`config.mk`:
```
export PLATFORM = sky130hd
export DESIGN_NAME = lsab_fill
export DESIGN_NICKNAME = d
export VERILOG_FILES = /design/src/common/hyper_pkg.sv /design/src/hdl/lsab_fill.sv
export SDC_FILE = /design/constraint.sdc
export NUM_CORES = 1
export LEC_CHECK = 0
export BUFFER_PORTS_ARGS = -buffer_cell sky130_fd_sc_hd__buf_2
export CAP_MARGIN = 40
export CORE_AREA = 2 2 39 41
export DETAILED_ROUTE_END_ITERATION = 7
export DIE_AREA = 0 0 41 43
export HOLD_SLACK_MARGIN = 0.1
export PLACE_DENSITY = 0.72
export SLEW_MARGIN = 10
export SYNTH_ARGS = -nofsm -noshare
export SYNTH_HDL_FRONTEND = slang
export SYNTH_SLANG_ARGS = --single-unit
```
`constraint.sdc`:
```
create_clock -name CLK -period 0.8 [get_ports CLK]
set_input_delay 0.16 -clock CLK [delete_from_list [all_inputs] [get_ports CLK]]
set_output_delay 0.16 -clock CLK [all_outputs]
set_load 0.005 [all_outputs]
```
`src/common/hyper_pkg.sv`:
```
// Shared widths for staged words, DRAM columns, addresses, sections and counts, and size limits.
`default_nettype none

package hyper_pkg;

	// One staged data word.
	localparam int WORD_W = 16;

	// A DRAM column holds two staged words, low word at the even address.
	localparam int COL_W = 2 * WORD_W;

	// Word address into the column store.
	localparam int ADDR_W = 12;

	// Section index of the staging buffer, four sections.
	localparam int SECT_W = 2;

	// Block length and count_left.
	localparam int CNT_W = 5;

	// Longest block the mover accepts.
	localparam int BLOCK_MAX = 24;

	// Words per buffer section unless the top level says otherwise.
	localparam int DEPTH_DEFAULT = 32;

endpackage : hyper_pkg

`default_nettype wire

```
`src/hdl/lsab_fill.sv`:
```
// Fill stage: registered routing of tagged input words into the staging buffer sections.
`timescale 1ns/100ps
`default_nettype none

module lsab_fill
#(
	parameter int SECT_DEPTH = hyper_pkg::DEPTH_DEFAULT
)
(
	input  wire                          CLK,
	input  wire                          RST,
	input  wire                          in_strobe,
	input  wire  [hyper_pkg::SECT_W-1:0] in_section,
	input  wire  [hyper_pkg::WORD_W-1:0] in_word,
	input  wire                          rd_strobe,   // Pops issued to the buffer.
	input  wire  [hyper_pkg::SECT_W-1:0] rd_section,
	output logic                         wr_strobe,
	output logic [hyper_pkg::SECT_W-1:0] wr_section,
	output logic [hyper_pkg::WORD_W-1:0] wr_word
);
	import hyper_pkg::*;

	localparam int NUM_SECT = 2 ** SECT_W;
	localparam int OCC_W = $clog2(SECT_DEPTH + 1);

	logic [OCC_W-1:0] occupancy [NUM_SECT];   // Words held per section.

	always_ff @(posedge CLK)
	begin
		if (!RST)
			wr_strobe <= 1'b0;
		else
			wr_strobe <= in_strobe;
		wr_section <= in_section;   // Payload follows the strobe.
		wr_word <= in_word;
	end

	// Mirror of the buffer fill level, one counter per section.
	always_ff @(posedge CLK)
	begin
		if (!RST)
		begin
			for (int s = 0; s < NUM_SECT; s++)
				occupancy[s] <= '0;
		end
		else
		begin
			for (int s = 0; s < NUM_SECT; s++)
			begin
				if ((wr_strobe && wr_section == s) && !(rd_strobe && rd_section == s))
					occupancy[s] <= occupancy[s] + 1'b1;
				else if (!(wr_strobe && wr_section == s) && (rd_strobe && rd_section == s))
					occupancy[s] <= occupancy[s] - 1'b1;
			end
		end
	end

	// The input side has no back-pressure, so a full section is a stimulus error.
	assert property (@(posedge CLK) disable iff (!RST)
		wr_strobe |-> (occupancy[wr_section] < SECT_DEPTH));

endmodule : lsab_fill

`default_nettype wire

```
==> metrics.yaml <==
cts_buffer_depth: 2
totalWireLength_um: 1100
cts_buffers: 3
crit_type: "reg2out"
outcome: "complete, but fails checks"
die_h_um: 43
p_seq_frac: 0.616
netSwitchingPower_uw: 312
crit_required_ns: 0.64
crit_family: "flip-flops"
slew_violations: 0
cp_slowest_cell: "dfxtp_2"
holdWs_ns: 0.511
static-leakage-power_nw: 0.426
clock_power_share: 0.267
worst-path-max-fanout: 1
path_cells: "buf_2"
core-area_um2: 1380
root_buffer: "clkbuf_4"
tritoncts: "yes"
drive_gt1_frac: 0.578
finalWorstSetupSlack_ns: -0.0763
grt_max_degree: 11
post-synth-top-count-cell: "dfxtp_1"
drt_iter0_drc: 0
h-tree-depth: 1
synth_area_per_cell_um2: 19.3
async_reset_ff_frac: 0
hold_viol: 0
tightest_slew_ns: 0.0946
cp-end-kind: "primary output"
max_cap_viol_count: 0
yosysTopAreaCell: "dfxtp_1"
power_density_nw_per_um2: 1900
path_buf_inv: 1
slowest_delay_ns: 0.33
gp_congestion: 0.576
crit_path_start_kind: "flip-flop"
hp-class: "in2reg"
n_antenna_cell: 0
irDropWorstVdd_mv: 0.958
clock.fmax_mhz: 1140
synth.area.top_cells: "dfxtp_1 (98%), and2_1 (1.6%)"
synth_cell_types: 2
portBuffers: 39
arrival_ns: 0.72
ys_seq_area_frac: 0.984
final_cell_count_no_fill: 99
num_io_pins: 43
avgRoutedWirePerCell_um: 11.1
vias_per_cell: 3.78
vias: 374
ys_ff_latch: 19
setup_violations: 19
start_util: 0.279
dr.pass1.iters: 1
rows: 14
dieArea_um2: 1760
antenna_found_initial: 0
swShare: 0.189
yosysWarnings: 0
synth_edf_count: 0
final_nets: 108
ant_nets: 0
finalInstanceArea_um2: 867
grt_first_pass_wirelength_um: 1520
dp_cells: 75
die_x_um: 41
place_area_um2: 602
grt_setup_unrepaired: "yes"
synthesis.area_um2: 387
yosys.area.top_type_share: 0.984
post-route-period-util: 1.10
cell_internal_pwr_mw: 1.34
period_minus_slack_ns: 0.876
drc_errors: 0
clock_sinks: 19
n_fill_cell: 113
area_growth_pct: 124
grt_pass1_vias: 387
clk_pin_slew_ns: 0.09
syn_inst: 20
dominantRegCellSynth: "dfxtp_1"
ys_top_cells_by_count: "dfxtp_1 (19), and2_1 (1)"
combPwrFrac: 0.117
grt_overflow_total: 0
grt_usage: 0.137
max_slew_margin: 0.937
violations: "setup timing"
syn-num-nets: 44
-- final cells by class --
type | count | area (um^2) | share of cell area
timing repair buffer | 59 | 427 | 0.492
sequential | 19 | 388 | 0.447
clock buffer | 4 | 26.3 | 0.0303
tap | 16 | 20.0 | 0.0231
multi-input combinational | 1 | 6.26 | 0.00722
-- power groups by stage --
| stage | registers (mW) | clock network [mW] | logic (mW) |
|---|---|---|---|
| final | 1.02 | 0.440 | 0.193 |
| after global routing | 1.02 | 0.518 | 0.210 |
| after CTS | 1.01 | 0.468 | 0.178 |
| after detailed placement | 1.03 | 0 | 0.103 |
| after global placement | 1.03 | 0 | 0.100 |
| after floorplan | 1.04 | 0 | 0.00160 |
-- cell families (layout without fill, tap and decap cells) --
kind of cell / count (synthesis) / in the layout / share of synthesized area
buf+inv: 0 / 63 / 0
flops: 19 / 19 / 0.984
simple gates: 1 / 1 / 0.0162
-- repair_timing --
| item | CTS | global route |
|---|---|---|
| hold buffers | 20 | 0 |
| endpoints found under the hold margin | 19 | 0 |
| resized for setup | 0 | 11 |
| setup endpoints to repair | 19 | 19 |
| setup buffers | 0 | 0 |
| pin swaps | 0 | 0 |
| gates cloned | 0 | 0 |
-- final timing paths --
kind,endpoint,start,cells after the start,slack (ns)
hold / removal,wr_section[0]$_DFF_P_,in_section[0],2,0.51
setup / recovery,wr_word[14],wr_word[14]$_DFF_P_,1,-0.08
-- state kept, by name (all words and copies together) (netlist names) --
signal / flops
wr_section: 2
wr_strobe: 1
wr_word: 16
-- metrics by stage --
step | setup slack (ns) | setup TNS, ns | utilization | total power, mW
3_5_place_dp | 0.231 | 0 | 0.435 | 1.13
2_1_floorplan | 0.342 | 0 | - | 1.04
4_1_cts | -0.0908 | -1.41 | 0.599 | 1.66
5_1_grt | -0.123 | -2.04 | 0.627 | 1.75
3_3_place_gp | 0.248 | 0 | 0.435 | 1.13
6_report | -0.0763 | -1.20 | 0.627 | 1.65
-- routing by layer --
metal | global-route usage | vias up | wire [um]
met3 | 0.0209 | 2 | 60
met4 | 0.100 | 0 | 19
li1 | - | 186 | -
met2 | 0.241 | 17 | 642
met5 | 0 | - | 0
met1 | 0.129 | 169 | 374
-- layout by cell type, fill, tap and decap left out --
cell	instances
buf_2	34
dfxtp_2	6
dlygate4sd3_1	20
buf_6	5
clkbuf_1	1
clkbuf_4	3
dfxtp_1	13
and2_1	1
(Power assumes the default switching activity.)
