===== config.mk =====
export PLATFORM = sky130hd
export DESIGN_NAME = lsab_buffer
export DESIGN_NICKNAME = d
export VERILOG_FILES = /design/src/common/hyper_pkg.sv /design/src/lsab/lsab_buffer.sv
export SDC_FILE = /design/constraint.sdc
export NUM_CORES = 2
export LEC_CHECK = 0
export ABC_AREA = 1
export BUFFER_PORTS_ARGS = -buffer_cell sky130_fd_sc_hd__buf_4
export CAP_MARGIN = 20
export CORE_AREA = 2 2 423 467
export DETAILED_ROUTE_END_ITERATION = 8
export DIE_AREA = 0 0 425 469
export GPL_TIMING_DRIVEN = 0
export PLACE_DENSITY_LB_ADDON = 0.05
export SLEW_MARGIN = 20
export SYNTH_ARGS = -nofsm -noshare
export SYNTH_HDL_FRONTEND = slang
export SYNTH_SLANG_ARGS = --single-unit

===== constraint.sdc =====
create_clock -name CLK -period 4 [get_ports CLK]
set_clock_uncertainty 0.15 [all_clocks]
set_input_delay 0.4 -clock CLK [delete_from_list [all_inputs] [get_ports CLK]]
set_output_delay 0.4 -clock CLK [all_outputs]
set_load 0.01 [all_outputs]

===== src/common/hyper_pkg.sv =====
// Shared widths for staged words, DRAM columns, addresses, sections and counts, and size limits.
`default_nettype none

package hyper_pkg;

	// One staged data word.
	localparam int WORD_W = 16;

	// A DRAM column holds two staged words, low word at the even address.
	localparam int COL_W = 2 * WORD_W;

	// Word address into the column store.
	localparam int ADDR_W = 12;

	// Section index of the staging buffer, four sections.
	localparam int SECT_W = 2;

	// Block length and count_left.
	localparam int CNT_W = 5;

	// Longest block the mover accepts.
	localparam int BLOCK_MAX = 24;

	// Words per buffer section unless the top level says otherwise.
	localparam int DEPTH_DEFAULT = 32;

endpackage : hyper_pkg

`default_nettype wire


===== src/lsab/lsab_buffer.sv =====
// Staging buffer with four circular sections in one memory, empty flags and a registered read port.
`timescale 1ns/100ps
`default_nettype none

module lsab_buffer
#(
	parameter int SECT_DEPTH = hyper_pkg::DEPTH_DEFAULT   // Power of two.
)
(
	input  wire                          CLK,
	input  wire                          RST,
	input  wire                          wr_strobe,
	input  wire  [hyper_pkg::SECT_W-1:0] wr_section,
	input  wire  [hyper_pkg::WORD_W-1:0] wr_word,
	input  wire                          rd_strobe,
	input  wire  [hyper_pkg::SECT_W-1:0] rd_section,
	output logic [hyper_pkg::WORD_W-1:0] rd_word,
	output logic                         empty_0,
	output logic                         empty_1,
	output logic                         empty_2,
	output logic                         empty_3
);
	import hyper_pkg::*;

	localparam int NUM_SECT = 2 ** SECT_W;
	localparam int PTR_W = $clog2(SECT_DEPTH);

	logic [WORD_W-1:0] mem [NUM_SECT * SECT_DEPTH];

	// Pointer MSB is the wrap bit.
	logic [PTR_W:0] head [NUM_SECT];
	logic [PTR_W:0] tail [NUM_SECT];

	logic [NUM_SECT-1:0] empty_v;
	logic [NUM_SECT-1:0] full_v;

	always_comb
	begin
		for (int s = 0; s < NUM_SECT; s++)
		begin
			empty_v[s] = (head[s] == tail[s]);
			full_v[s] = (head[s][PTR_W-1:0] == tail[s][PTR_W-1:0]) &&
				(head[s][PTR_W] != tail[s][PTR_W]);
		end
	end

	assign empty_0 = empty_v[0];
	assign empty_1 = empty_v[1];
	assign empty_2 = empty_v[2];
	assign empty_3 = empty_v[3];

	always_ff @(posedge CLK)
	begin
		if (!RST)
		begin
			for (int s = 0; s < NUM_SECT; s++)
			begin
				head[s] <= '0;
				tail[s] <= '0;
			end
		end
		else
		begin
			// Read and write pointers move independently, also within one section.
			if (wr_strobe)
				tail[wr_section] <= tail[wr_section] + 1'b1;
			if (rd_strobe)
				head[rd_section] <= head[rd_section] + 1'b1;
		end
	end

	// Section index selects the region, pointer selects the slot.
	always_ff @(posedge CLK)
	begin
		if (wr_strobe)
			mem[{wr_section, tail[wr_section][PTR_W-1:0]}] <= wr_word;
		if (rd_strobe)
			rd_word <= mem[{rd_section, head[rd_section][PTR_W-1:0]}];   // Held until next pop.
	end

	assert property (@(posedge CLK) disable iff (!RST)
		rd_strobe |-> !empty_v[rd_section]);

	assert property (@(posedge CLK) disable iff (!RST)
		wr_strobe |-> !full_v[wr_section]);

endmodule : lsab_buffer

`default_nettype wire


==> results.json <==
{
  "status": "complete, no violations",
  "syn_area_per_cell_sq_um": 11.92,
  "viasPerCell": 5.977,
  "ir_drop_v": 0.0004547,
  "final_net_count": 7708,
  "io_buffers": 41,
  "end_kind": "flip-flop",
  "worst_slack_ns": 0.0005507,
  "yosys.area.top_type": "edfxtp_1",
  "clk_pin_slew_ns": 0.06,
  "synth_edf_count": 2112,
  "die_w_um": 425,
  "timing.fmax_mhz": 250.0,
  "root_buffer": "clkbuf_16",
  "die_area_sq_um": 199300,
  "area_growth_pct": 14.79,
  "grt.overflow.total": 0,
  "dp_hpwl_um": 222800,
  "grt_pass1_wl_um": 449200,
  "crit_top_cell": "nand2_1",
  "critPathTopFamily": "buffers and inverters",
  "drc_errors": 0,
  "worst-path-buf-inv": 6,
  "hp-class": "in2reg",
  "avgRoutedWirePerCell_um": 31.12,
  "utilization_pct": 51.40,
  "fin_cells": 10452,
  "place_ws_ns": -0.9237,
  "fin_area_sq_um": 99930,
  "rows": 170,
  "tightest_slew_ns": 1.252,
  "sw_frac_of_total_pct": 27.00,
  "whs_path_depth": 4,
  "worstPathMaxFanout": 10,
  "grt_max_degree": 129,
  "async_flop_share_pct": 0,
  "routed_wl_um": 325300,
  "hold_violations": 0,
  "hold_path_end": "tail[1][5]",
  "syn_inst": 7302,
  "fin_crit_sh_pct": 99.99,
  "r2r_end": "rd_word[4]",
  "cp-start-kind": "input pin",
  "grt_pass1_vias": 58459,
  "powerDensity_nw_per_um2": 506.1,
  "place_inst": 10018,
  "cts_tree": "yes",
  "min_from": "wr_section[1]",
  "finalCriticalPeriod_ns": 3.999,
  "antenna_found_initial": 19,
  "setup_viol": 0,
  "cap_violations": 0,
  "synth_ff_type": "edfxtp_1",
  "p_leak_nw": 35.18,
  "required_ns": 4.45,
  "pin_count": 44,
  "p_sw_mw": 13.66,
  "h-tree-depth": 4,
  "rr_worst_depth": 16,
  "vias": 62476,
  "cp_data_arrival_time_ns": 4.45,
  "numCtsBuffers": 219,
  "ys_warn_count": 0,
  "rsz0062_at_grt": "false",
  "internal_power_mw": 36.92,
  "drive_gt1_share_pct": 12.63,
  "cpPeakStageDelay_ns": 0.65,
  "crit_chain": "buf_2, dlygate4sd3_1, nand2_1, o22ai_1, a31oi_2, inv_1, buf_4, clkbuf_4, nand3_1, nand3_1, nand2_1, nand2_1, nand2_1, inv_1, nand2_1",
  "ant_nets": 0,
  "slew_headroom_pct": 16.53,
  "core_sq_um": 194400,
  "ys_top_cells_by_count": "2,507 x nand3_1, 2,112 x edfxtp_1, 1,674 x nand2_1",
  "drtIter0Drc": 8825,
  "p_total_mw": 50.58,
  "gp_congestion": 0.9992,
  "r2r_slack_ns": 0.03,
  "die_y_um": 469,
  "clk_latency_ns": 0.89,
  "cpMaxStageDelayCell": "dlygate4sd3_1",
  "drv_slew": 0,
  "ys_ff_latch": 2112,
  "first_pass_iters": 6,
  "synthTopCellsByArea": "edfxtp_1 73%, nand3_1 14%, nand2_1 7.2%, buf_2 2.1%, nor2_1 0.90%",
  "ys_seq_area_share_pct": 72.85,
  "pwr-share-comb_pct": 12.5,
  "place_area_sq_um": 92810,
  "syn_nets": 7328,
  "netlist.area_leader.share_pct": 72.85,
  "ys_types": 35,
  "clockBufferDepth": 3,
  "reg2reg_from": "head[1][0]",
  "synth_most_common_cell": "nand3_1",
  "power.share.clock_pct": 39.0,
  "grt_usage_pct": 32.27,
  "synth_area_sq_um": 87060,
  "cts.sinks": 2112,
  "start_util_pct": 44.78,
  "critPathKind": "in2reg",
  "p_seq_share_pct": 48.5
}
[layout by cell type, fill, tap and decap left out, types with 6 or more instances in the layout]
| master | synthesis | final |
|---|---|---|
| inv_1 | 141 | 141 |
| clkinv_1 | 0 | 52 |
| buf_12 | 0 | 11 |
| nor2_2 | 2 | 68 |
| nor2_4 | 1 | 64 |
| buf_2 | 360 | 348 |
| edfxtp_1 | 2112 | 2112 |
| or2_2 | 10 | 10 |
| inv_6 | 0 | 6 |
| diode_2 | 0 | 12 |
| bufinv_16 | 0 | 13 |
| buf_16 | 0 | 16 |
| a21oi_1 | 8 | 8 |
| nand3b_1 | 53 | 53 |
| nor2_1 | 208 | 79 |
| dlygate4sd3_1 | 0 | 19 |
| nand2_1 | 1674 | 1673 |
| o22ai_1 | 8 | 8 |
| clkbuf_1 | 105 | 156 |
| nand4_1 | 6 | 6 |
| nand3_1 | 2507 | 2507 |
| clkbuf_2 | 0 | 8 |
| buf_6 | 1 | 48 |
| buf_1 | 29 | 26 |
| clkinv_2 | 0 | 38 |
| clkbuf_4 | 0 | 7 |
| xor2_1 | 7 | 7 |
| clkbuf_16 | 0 | 222 |
| buf_8 | 0 | 35 |
| buf_4 | 32 | 68 |
[worst max-delay path by stage]
stage                   from     endpoint  cells after the start
2_1_floorplan  wr_section[1]   mem[95][0]                      9
5_1_grt           head[0][1]  rd_word[10]                     15
3_5_place_dp   wr_section[0]   mem[59][7]                     12
6_report       rd_section[1]   rd_word[8]                     15
3_3_place_gp   wr_section[0]  mem[95][14]                     11
4_1_cts        wr_section[0]   mem[91][4]                     11
[power by group through the flow]
stage | clock network, mW | logic [mW] | registers [mW]
floorplan | 0 | 2.99 | 25.0
global placement | 0 | 5.95 | 25.0
detailed placement | 0 | 6.11 | 25.0
CTS | 19.9 | 6.15 | 24.5
global route | 20.7 | 6.59 | 24.5
finish | 19.7 | 6.30 | 24.5
[worst reg2reg max path, stage by stage (launching register included)]
cell and delay (ns):
edfxtp_1 0.44, inv_1 0.10, nand2_1 0.07, nand3_2 0.17
clkbuf_4 0.36, buf_4 0.42, buf_4 0.38, nand3_1 0.13
nand3_1 0.10, nand3_1 0.19, nand3_1 0.15, nand3_1 0.34
nand2_1 0.18, nand2_1 0.06, nand2_1 0.31, inv_1 0.08
nand2_1 0.17
[what timing repair did]
item,4_1_cts,5_1_grt
gates cloned,0,0
resized for setup,8,21
pin swaps,0,3
hold endpoints to repair,909,0
hold buffers,19,0
setup buffers,0,4
endpoints found under the setup margin,23,382
[through the flow]
stage / TNS [ns] / hold slack [ns]
2_1_floorplan: 0 / 0.3489
3_3_place_gp: -2670.92 / 0.6620
3_5_place_dp: -1066.95 / 0.6698
4_1_cts: 0 / 0.01635
5_1_grt: 0 / 0.03561
6_report: 0 / 0.05302
[final cells by class]
class                   count  area (sq um)
repair buffers            159          2138
plain buffers             527          2596
clock buffers             278          5766
multi-input cells        4516         21190
diodes                     12         30.03
clock inverters           121          1002
inverters                 147         556.8
well taps                2580          3228
flip-flops and latches   2112         63420
fillers                 17130         94480
[kinds of logic (layout without fill, tap and decap cells)]
kind of cell,count (synthesis),in the layout,share of synthesized area (%)
flip-flops,2112,2112,72.85
XOR/XNOR,9,9,0.09055
buffers and inverters,674,1232,3.570
adder cells (fa/ha/maj),2,2,0.02874
AND/OR/NAND/NOR,4470,4470,23.20
other,0,12,0
AO/OA/AOI/OAI,35,35,0.2659
[layer usage]
layer | routed length (um) | track usage (%) | up-vias
met5 | 58 | 0 | -
met3 | 30170 | 5.799 | 514
met2 | 148000 | 49.88 | 3230
met4 | 11890 | 11.52 | 10
li1 | - | - | 27137
met1 | 135200 | 45.90 | 31585
[registers in the layout, summed over array words and instances, names as in the netlist]
register  count
mem        2048
head         24
tail         24
rd_word      16
(Power assumes the default switching activity.)
