==> src/common/hyper_pkg.sv <==
// Shared widths for staged words, DRAM columns, addresses, sections and counts, and size limits.
`default_nettype none

package hyper_pkg;

	// One staged data word.
	localparam int WORD_W = 16;

	// A DRAM column holds two staged words, low word at the even address.
	localparam int COL_W = 2 * WORD_W;

	// Word address into the column store.
	localparam int ADDR_W = 12;

	// Section index of the staging buffer, four sections.
	localparam int SECT_W = 2;

	// Block length and count_left.
	localparam int CNT_W = 5;

	// Longest block the mover accepts.
	localparam int BLOCK_MAX = 24;

	// Words per buffer section unless the top level says otherwise.
	localparam int DEPTH_DEFAULT = 32;

endpackage : hyper_pkg

`default_nettype wire

==> src/mover/hyper_mvblck_todram.sv <==
// Block mover: drains one buffer section into byte-masked DRAM column writes.
`timescale 1ns/100ps
`default_nettype none

module hyper_mvblck_todram
(
	input  wire                          CLK,
	input  wire                          RST,
	input  wire                          empty_0,
	input  wire                          empty_1,
	input  wire                          empty_2,
	input  wire                          empty_3,
	output logic                         rd_strobe,
	output logic [hyper_pkg::SECT_W-1:0] rd_section,
	input  wire  [hyper_pkg::WORD_W-1:0] rd_word,
	input  wire  [hyper_pkg::ADDR_W-1:0] start_address,
	input  wire  [hyper_pkg::CNT_W-1:0]  count,
	input  wire  [hyper_pkg::SECT_W-1:0] section,
	input  wire                          issue,
	output logic [hyper_pkg::CNT_W-1:0]  count_left,
	output logic                         working,
	output logic [hyper_pkg::ADDR_W-2:0] col_address,
	output logic [3:0]                   col_we,
	output logic [hyper_pkg::COL_W-1:0]  col_data,
	output logic                         col_request
);
	import hyper_pkg::*;

	logic              busy;         // Block in progress.
	logic              idle;
	logic              sel_empty;
	logic [CNT_W-1:0]  words_left;   // Words still to pop.
	logic [ADDR_W-1:0] track_addr;   // Address of the next word to pop.
	logic              word_valid;   // rd_word holds a fresh word.
	logic [ADDR_W-1:0] word_addr;
	logic              col_done;
	logic [WORD_W-1:0] low_word;
	logic              low_valid;
	logic              pre_request;
	logic [ADDR_W-2:0] pre_address;
	logic [3:0]        pre_we;
	logic [COL_W-1:0]  pre_data;

	always_comb
	begin
		case (rd_section)
			2'd0: sel_empty = empty_0;
			2'd1: sel_empty = empty_1;
			2'd2: sel_empty = empty_2;
			2'd3: sel_empty = empty_3;
			default: sel_empty = 1'b1;
		endcase
	end

	// Commands wait until the previous block has fully drained out.
	assign idle = !busy && !working;
	assign rd_strobe = busy && !sel_empty && (words_left != '0);

	// High half closes a column, and so does the last word of the block.
	assign col_done = word_valid && (word_addr[0] || !rd_strobe);

	always_ff @(posedge CLK)
	begin
		if (!RST)
		begin
			busy <= 1'b0;
			working <= 1'b0;
			count_left <= '0;
			rd_section <= '0;
			words_left <= '0;
			track_addr <= '0;
			word_valid <= 1'b0;
			low_valid <= 1'b0;
			pre_request <= 1'b0;
			col_request <= 1'b0;
			col_we <= 4'b0000;
		end
		else
		begin
			if (idle && issue)
			begin
				busy <= 1'b1;
				rd_section <= section;
				words_left <= count;
				track_addr <= start_address;
			end
			else if (rd_strobe)
			begin
				words_left <= words_left - 1'b1;
				track_addr <= track_addr + 1'b1;
			end
			else if (busy)
			begin
				busy <= 1'b0;   // Count reached or section ran dry.
				count_left <= words_left;
			end
			word_valid <= rd_strobe;
			if (col_done)
				low_valid <= 1'b0;
			else if (word_valid)
				low_valid <= 1'b1;
			pre_request <= col_done;
			// One extra cycle so the data can clear the switch.
			col_request <= pre_request;
			col_we <= pre_request ? pre_we : 4'b0000;
			working <= busy;
		end
	end

	always_ff @(posedge CLK)
	begin
		if (rd_strobe)
			word_addr <= track_addr;
		if (word_valid && !word_addr[0])
			low_word <= rd_word;
		if (col_done)
		begin
			pre_address <= word_addr[ADDR_W-1:1];
			if (word_addr[0])
			begin
				pre_data <= {rd_word, low_word};
				pre_we <= {2'b11, low_valid, low_valid};
			end
			else
			begin
				pre_data <= {{WORD_W{1'b0}}, rd_word};
				pre_we <= 4'b0011;   // Block ends on an even word.
			end
		end
		col_address <= pre_address;
		col_data <= pre_data;
	end

	assert property (@(posedge CLK) disable iff (!RST)
		(idle && issue) |-> (count <= BLOCK_MAX));

	assert property (@(posedge CLK) disable iff (!RST)
		col_request |-> (col_we != 4'b0000));

endmodule : hyper_mvblck_todram

`default_nettype wire

==> config.mk <==
export PLATFORM = sky130hd
export DESIGN_NAME = hyper_mvblck_todram
export DESIGN_NICKNAME = d
export VERILOG_FILES = /design/src/common/hyper_pkg.sv /design/src/mover/hyper_mvblck_todram.sv
export SDC_FILE = /design/constraint.sdc
export NUM_CORES = 1
export LEC_CHECK = 0
export BUFFER_PORTS_ARGS = -buffer_cell sky130_fd_sc_hd__buf_4
export CAP_MARGIN = 10
export CORE_AREA = 2 2 97 122
export CTS_CLUSTER_DIAMETER = 30
export CTS_CLUSTER_SIZE = 16
export DETAILED_ROUTE_END_ITERATION = 8
export DIE_AREA = 0 0 99 124
export GPL_ROUTABILITY_DRIVEN = 0
export PLACE_DENSITY = 0.69
export SYNTH_ARGS = -nofsm -noshare
export SYNTH_HDL_FRONTEND = slang
export SYNTH_SLANG_ARGS = --single-unit
==> constraint.sdc <==
create_clock -name CLK -period 3.08 [get_ports CLK]
set_input_delay 0.308 -clock CLK [delete_from_list [all_inputs] [get_ports CLK]]
set_output_delay 0.308 -clock CLK [all_outputs]
set_load 0.005 [all_outputs]
==> results by group <==
Floorplan
  – Core area: 11000 µm²
  – I/O Pins: 99
  – Initial Util: 44.3%
  – Die height: 124 µm
  – Die area: 12300 µm²
  – Rows: 43
  – Horiz. Die Dim: 99 µm

CTS
  – Clock latency on the worst-skew pair: 0.40 ns
  – Clock-pin slew on the worst setup and hold paths: 0.06 ns
  – Clock sink count: 148
  – Root buffer cell: clkbuf_16
  – TritonCTS Buffers: 17
  – Max clock buf depth: 2
  – CTS tree: done
  – # H-tree levels: 4
  – CTS Hold Bufs: 0

Timing
  – Count of final max-slew check failures: 0
  – Slew margin rel.: 29.0%
  – Max Clock Skew: 0.00904 ns
  – Setup TNS: 0 ns
  – Max Freq: 365 MHz
  – Hold Fails Final Rpt: 0
  – Setup violations, final: 0
  – Period utilization: 89.0%
  – Tmin final: 2.74 ns
  – RSZ-0062 raised after global routing: false
  – Worst setup margin: 0.340 ns
  – Worst Tran Pin Value: 1.07 ns

Critical path
  – Max stage delay on crit path: 0.60 ns
  – End of the worst register-to-register path: track_addr[11]
  – Startpoint Class: flip-flop
  – CP Cell Sequence: mux4_2, or3_1, buf_4, inv_1, buf_4
  – CP max FO: 25
  – CP Buf/Inv Count: 3
  – Launch point of the worst reg-to-reg path: rd_section[0]
  – CP Capture Type: output port
  – Worst setup path category: reg -> out
  – Arrival time worst endpoint: 2.43 ns
  – Top delay family on crit path: buffers and inverters
  – Setup slack, reg-to-reg: 0.61 ns
  – CP most frequent cell: buf_4
  – Critical Path Slowest Stage Cell: mux4_2
  – WP data required: 2.77 ns
  – R2R cell count: 7

Placed design
  – DP HPWL: 5510 µm
  – # port buffers: 98
  – Pre-CTS WS: 0.385 ns

Min path
  – Min-Delay Path Depth: 1
  – Hold path startpoint: rd_word[13]
  – Min-Delay Endpoint: low_word[13]
  – Min-delay worst type: in -> reg

Synth
  – Mean post-synth cell area: 14.8 µm²
  – Syn_nets: 375
  – Commonest cells in the netlist: dfxtp_1, edfxtp_1, nand2_1
  – Number of flops mapped to enable cells by yosys: 73
  – FF+latch count, synth: 148
  – Synth area leaders: edfxtp_1, dfxtp_1, mux2_2, and2_1, nand2_1
  – Post-synth top area share: 44.9%
  – Primary FF master, synth: dfxtp_1
  – Mapped Area: 4880 µm²
  – Cell taking the most area after synthesis: edfxtp_1
  – Ys async rst share: 0%
  – Sequential fraction of the synthesis area: 75.7%
  – Yosys warnings: 0
  – Count of different cell masters after synthesis: 49
  – Syn Inst Count: 330
  – Top-count cell post-synth: dfxtp_1

Pwr
  – Cell Pwr Density: 676 nW/µm²
  – Switching Power: 0.000905 W
  – Combinational Power Share: 5.2%
  – Share of total power in the clock network: 44.2%
  – VDD IR max: 0.340 mV
  – Net Sw Frac: 21.2%
  – Sequential power share: 50.7%
  – Int Power: 0.00336 W
  – Leakage power: 2.38 nW

Final layout
  – ANT cells: 0
  – Fin nets: 478
  – Layout cell share with drive strength beyond 1: 35.2%
  – Area Growth Syn to Fin: 29.0%
  – Final Core Density: 57.1%

Drt
  – Number of routed nets with antenna violations: 0
  – WL final: 8350 µm
  – Drc violations: 0
  – Vias per cell: 5.07
  – Vias: 2943
  – Routed len/inst: 14.4 µm
  – Pre-antenna DRT Iters: 4
  – DRT iter0 DRCs: 121

Run
  – Max-cap violations: 0

Global routing
  – Largest net degree at the start of global routing: 47
  – Vias in the first global route: 2851
  – Grt total ovfl: 0
  – First-pass GRT wire length: 13700 µm
  – Tot GR Track Use: 14.5%
  – Initial antenna violation count: 0

Outcome
  – Status: complete, no violations
-- through the flow --
| step | area, µm² | cells | total power, W | hold WS (ns) |
|---|---|---|---|---|
| after floorplan | 4880 | 330 | 0.00231 | 0.323 |
| after global placement | 5730 | 548 | 0.00241 | 0.326 |
| after detailed placement | 5730 | 548 | 0.00242 | 0.327 |
| after CTS | 6280 | 580 | 0.00429 | 0.0744 |
| after global routing | 6300 | 581 | 0.00443 | 0.0729 |
| final | 6300 | 581 | 0.00426 | 0.0963 |
-- cells by family (layout without fill, tap and decap cells) --
family | count (synthesis) | after routing | synth area share (%)
flops | 148 | 148 | 75.7
simple gates | 90 | 90 | 10.1
compound gates | 46 | 46 | 6.77
buf+inv | 26 | 142 | 2.51
mux | 17 | 17 | 4.15
fa+ha+maj | 3 | 3 | 0.769
-- what timing repair did --
item	CTS	global route
gates resized for setup	0	1
setup endpoints to repair	0	1
buffers inserted	0	0
-- layout by cell type (no fill, tap or decap), drive strengths merged, types with 2 or more instances in the layout --
cell | synthesis | layout
inv | 8 | 10
a32oi | 3 | 3
nand2 | 25 | 25
and2 | 19 | 19
ha | 3 | 3
nor4 | 3 | 3
dfxtp | 75 | 75
nor3 | 2 | 2
nor4b | 2 | 2
o21ai | 4 | 4
mux2 | 16 | 16
edfxtp | 73 | 73
a21oi | 10 | 10
or4 | 7 | 7
clkinv | 0 | 5
nor2 | 5 | 5
or3 | 2 | 2
a31oi | 7 | 7
o211ai | 2 | 2
clkinvlp | 0 | 4
o311ai | 8 | 8
nand2b | 3 | 3
o31ai | 2 | 2
a22oi | 2 | 2
clkbuf | 12 | 21
nand3 | 13 | 13
o31a | 3 | 3
buf | 6 | 102
and3 | 2 | 2
-- power groups by stage --
| stage | registers, W | logic, W | clock network [W] |
|---|---|---|---|
| floorplan | 0.00219 | 0.000121 | 0 |
| global placement | 0.00220 | 0.000211 | 0 |
| detailed placement | 0.00220 | 0.000216 | 0 |
| CTS | 0.00216 | 0.000218 | 0.00192 |
| global route | 0.00216 | 0.000246 | 0.00202 |
| finish | 0.00216 | 0.000220 | 0.00188 |
-- area by class of cell --
type	instances	area, µm²
fill	889	4730
timing repair buffer	102	769
multi-input combinational	156	1080
inverter	8	30.0
sequential	148	3690
clock buffer	21	483
clock inverter	11	73.8
tap	135	169
-- state kept, by name, summed over array words and instances (netlist names) --
register and flops:
busy 1, col_address 11, col_data 32, col_request 1, col_we 2, count_left 5, low_valid 1, low_word 16
pre_address 11, pre_data 32, pre_request 1, pre_we 2, rd_section 2, track_addr 12, word_addr 12, word_valid 1
words_left 5, working 1
-- layer usage --
metal	global-route usage [%]	part of all wire (%)	vias to the layer above
met2	23.0	47	113
met3	5.44	7.2	10
met5	0	0	-
li1	-	-	1432
met1	17.9	44	1388
met4	6.59	1.1	0
-- worst max-delay path by stage --
stage	start	to	slack [ns]	depth (start not counted)
after detailed placement	words_left[0]	pre_data[21]	0.39	5
after CTS	words_left[0]	rd_strobe	0.22	7
final	rd_section[0]	rd_strobe	0.34	5
after global routing	rd_section[0]	rd_strobe	0.18	5
after floorplan	words_left[0]	pre_address[0]	0.45	8
after global placement	words_left[0]	pre_data[10]	0.49	5
(Power assumes the default switching activity.)
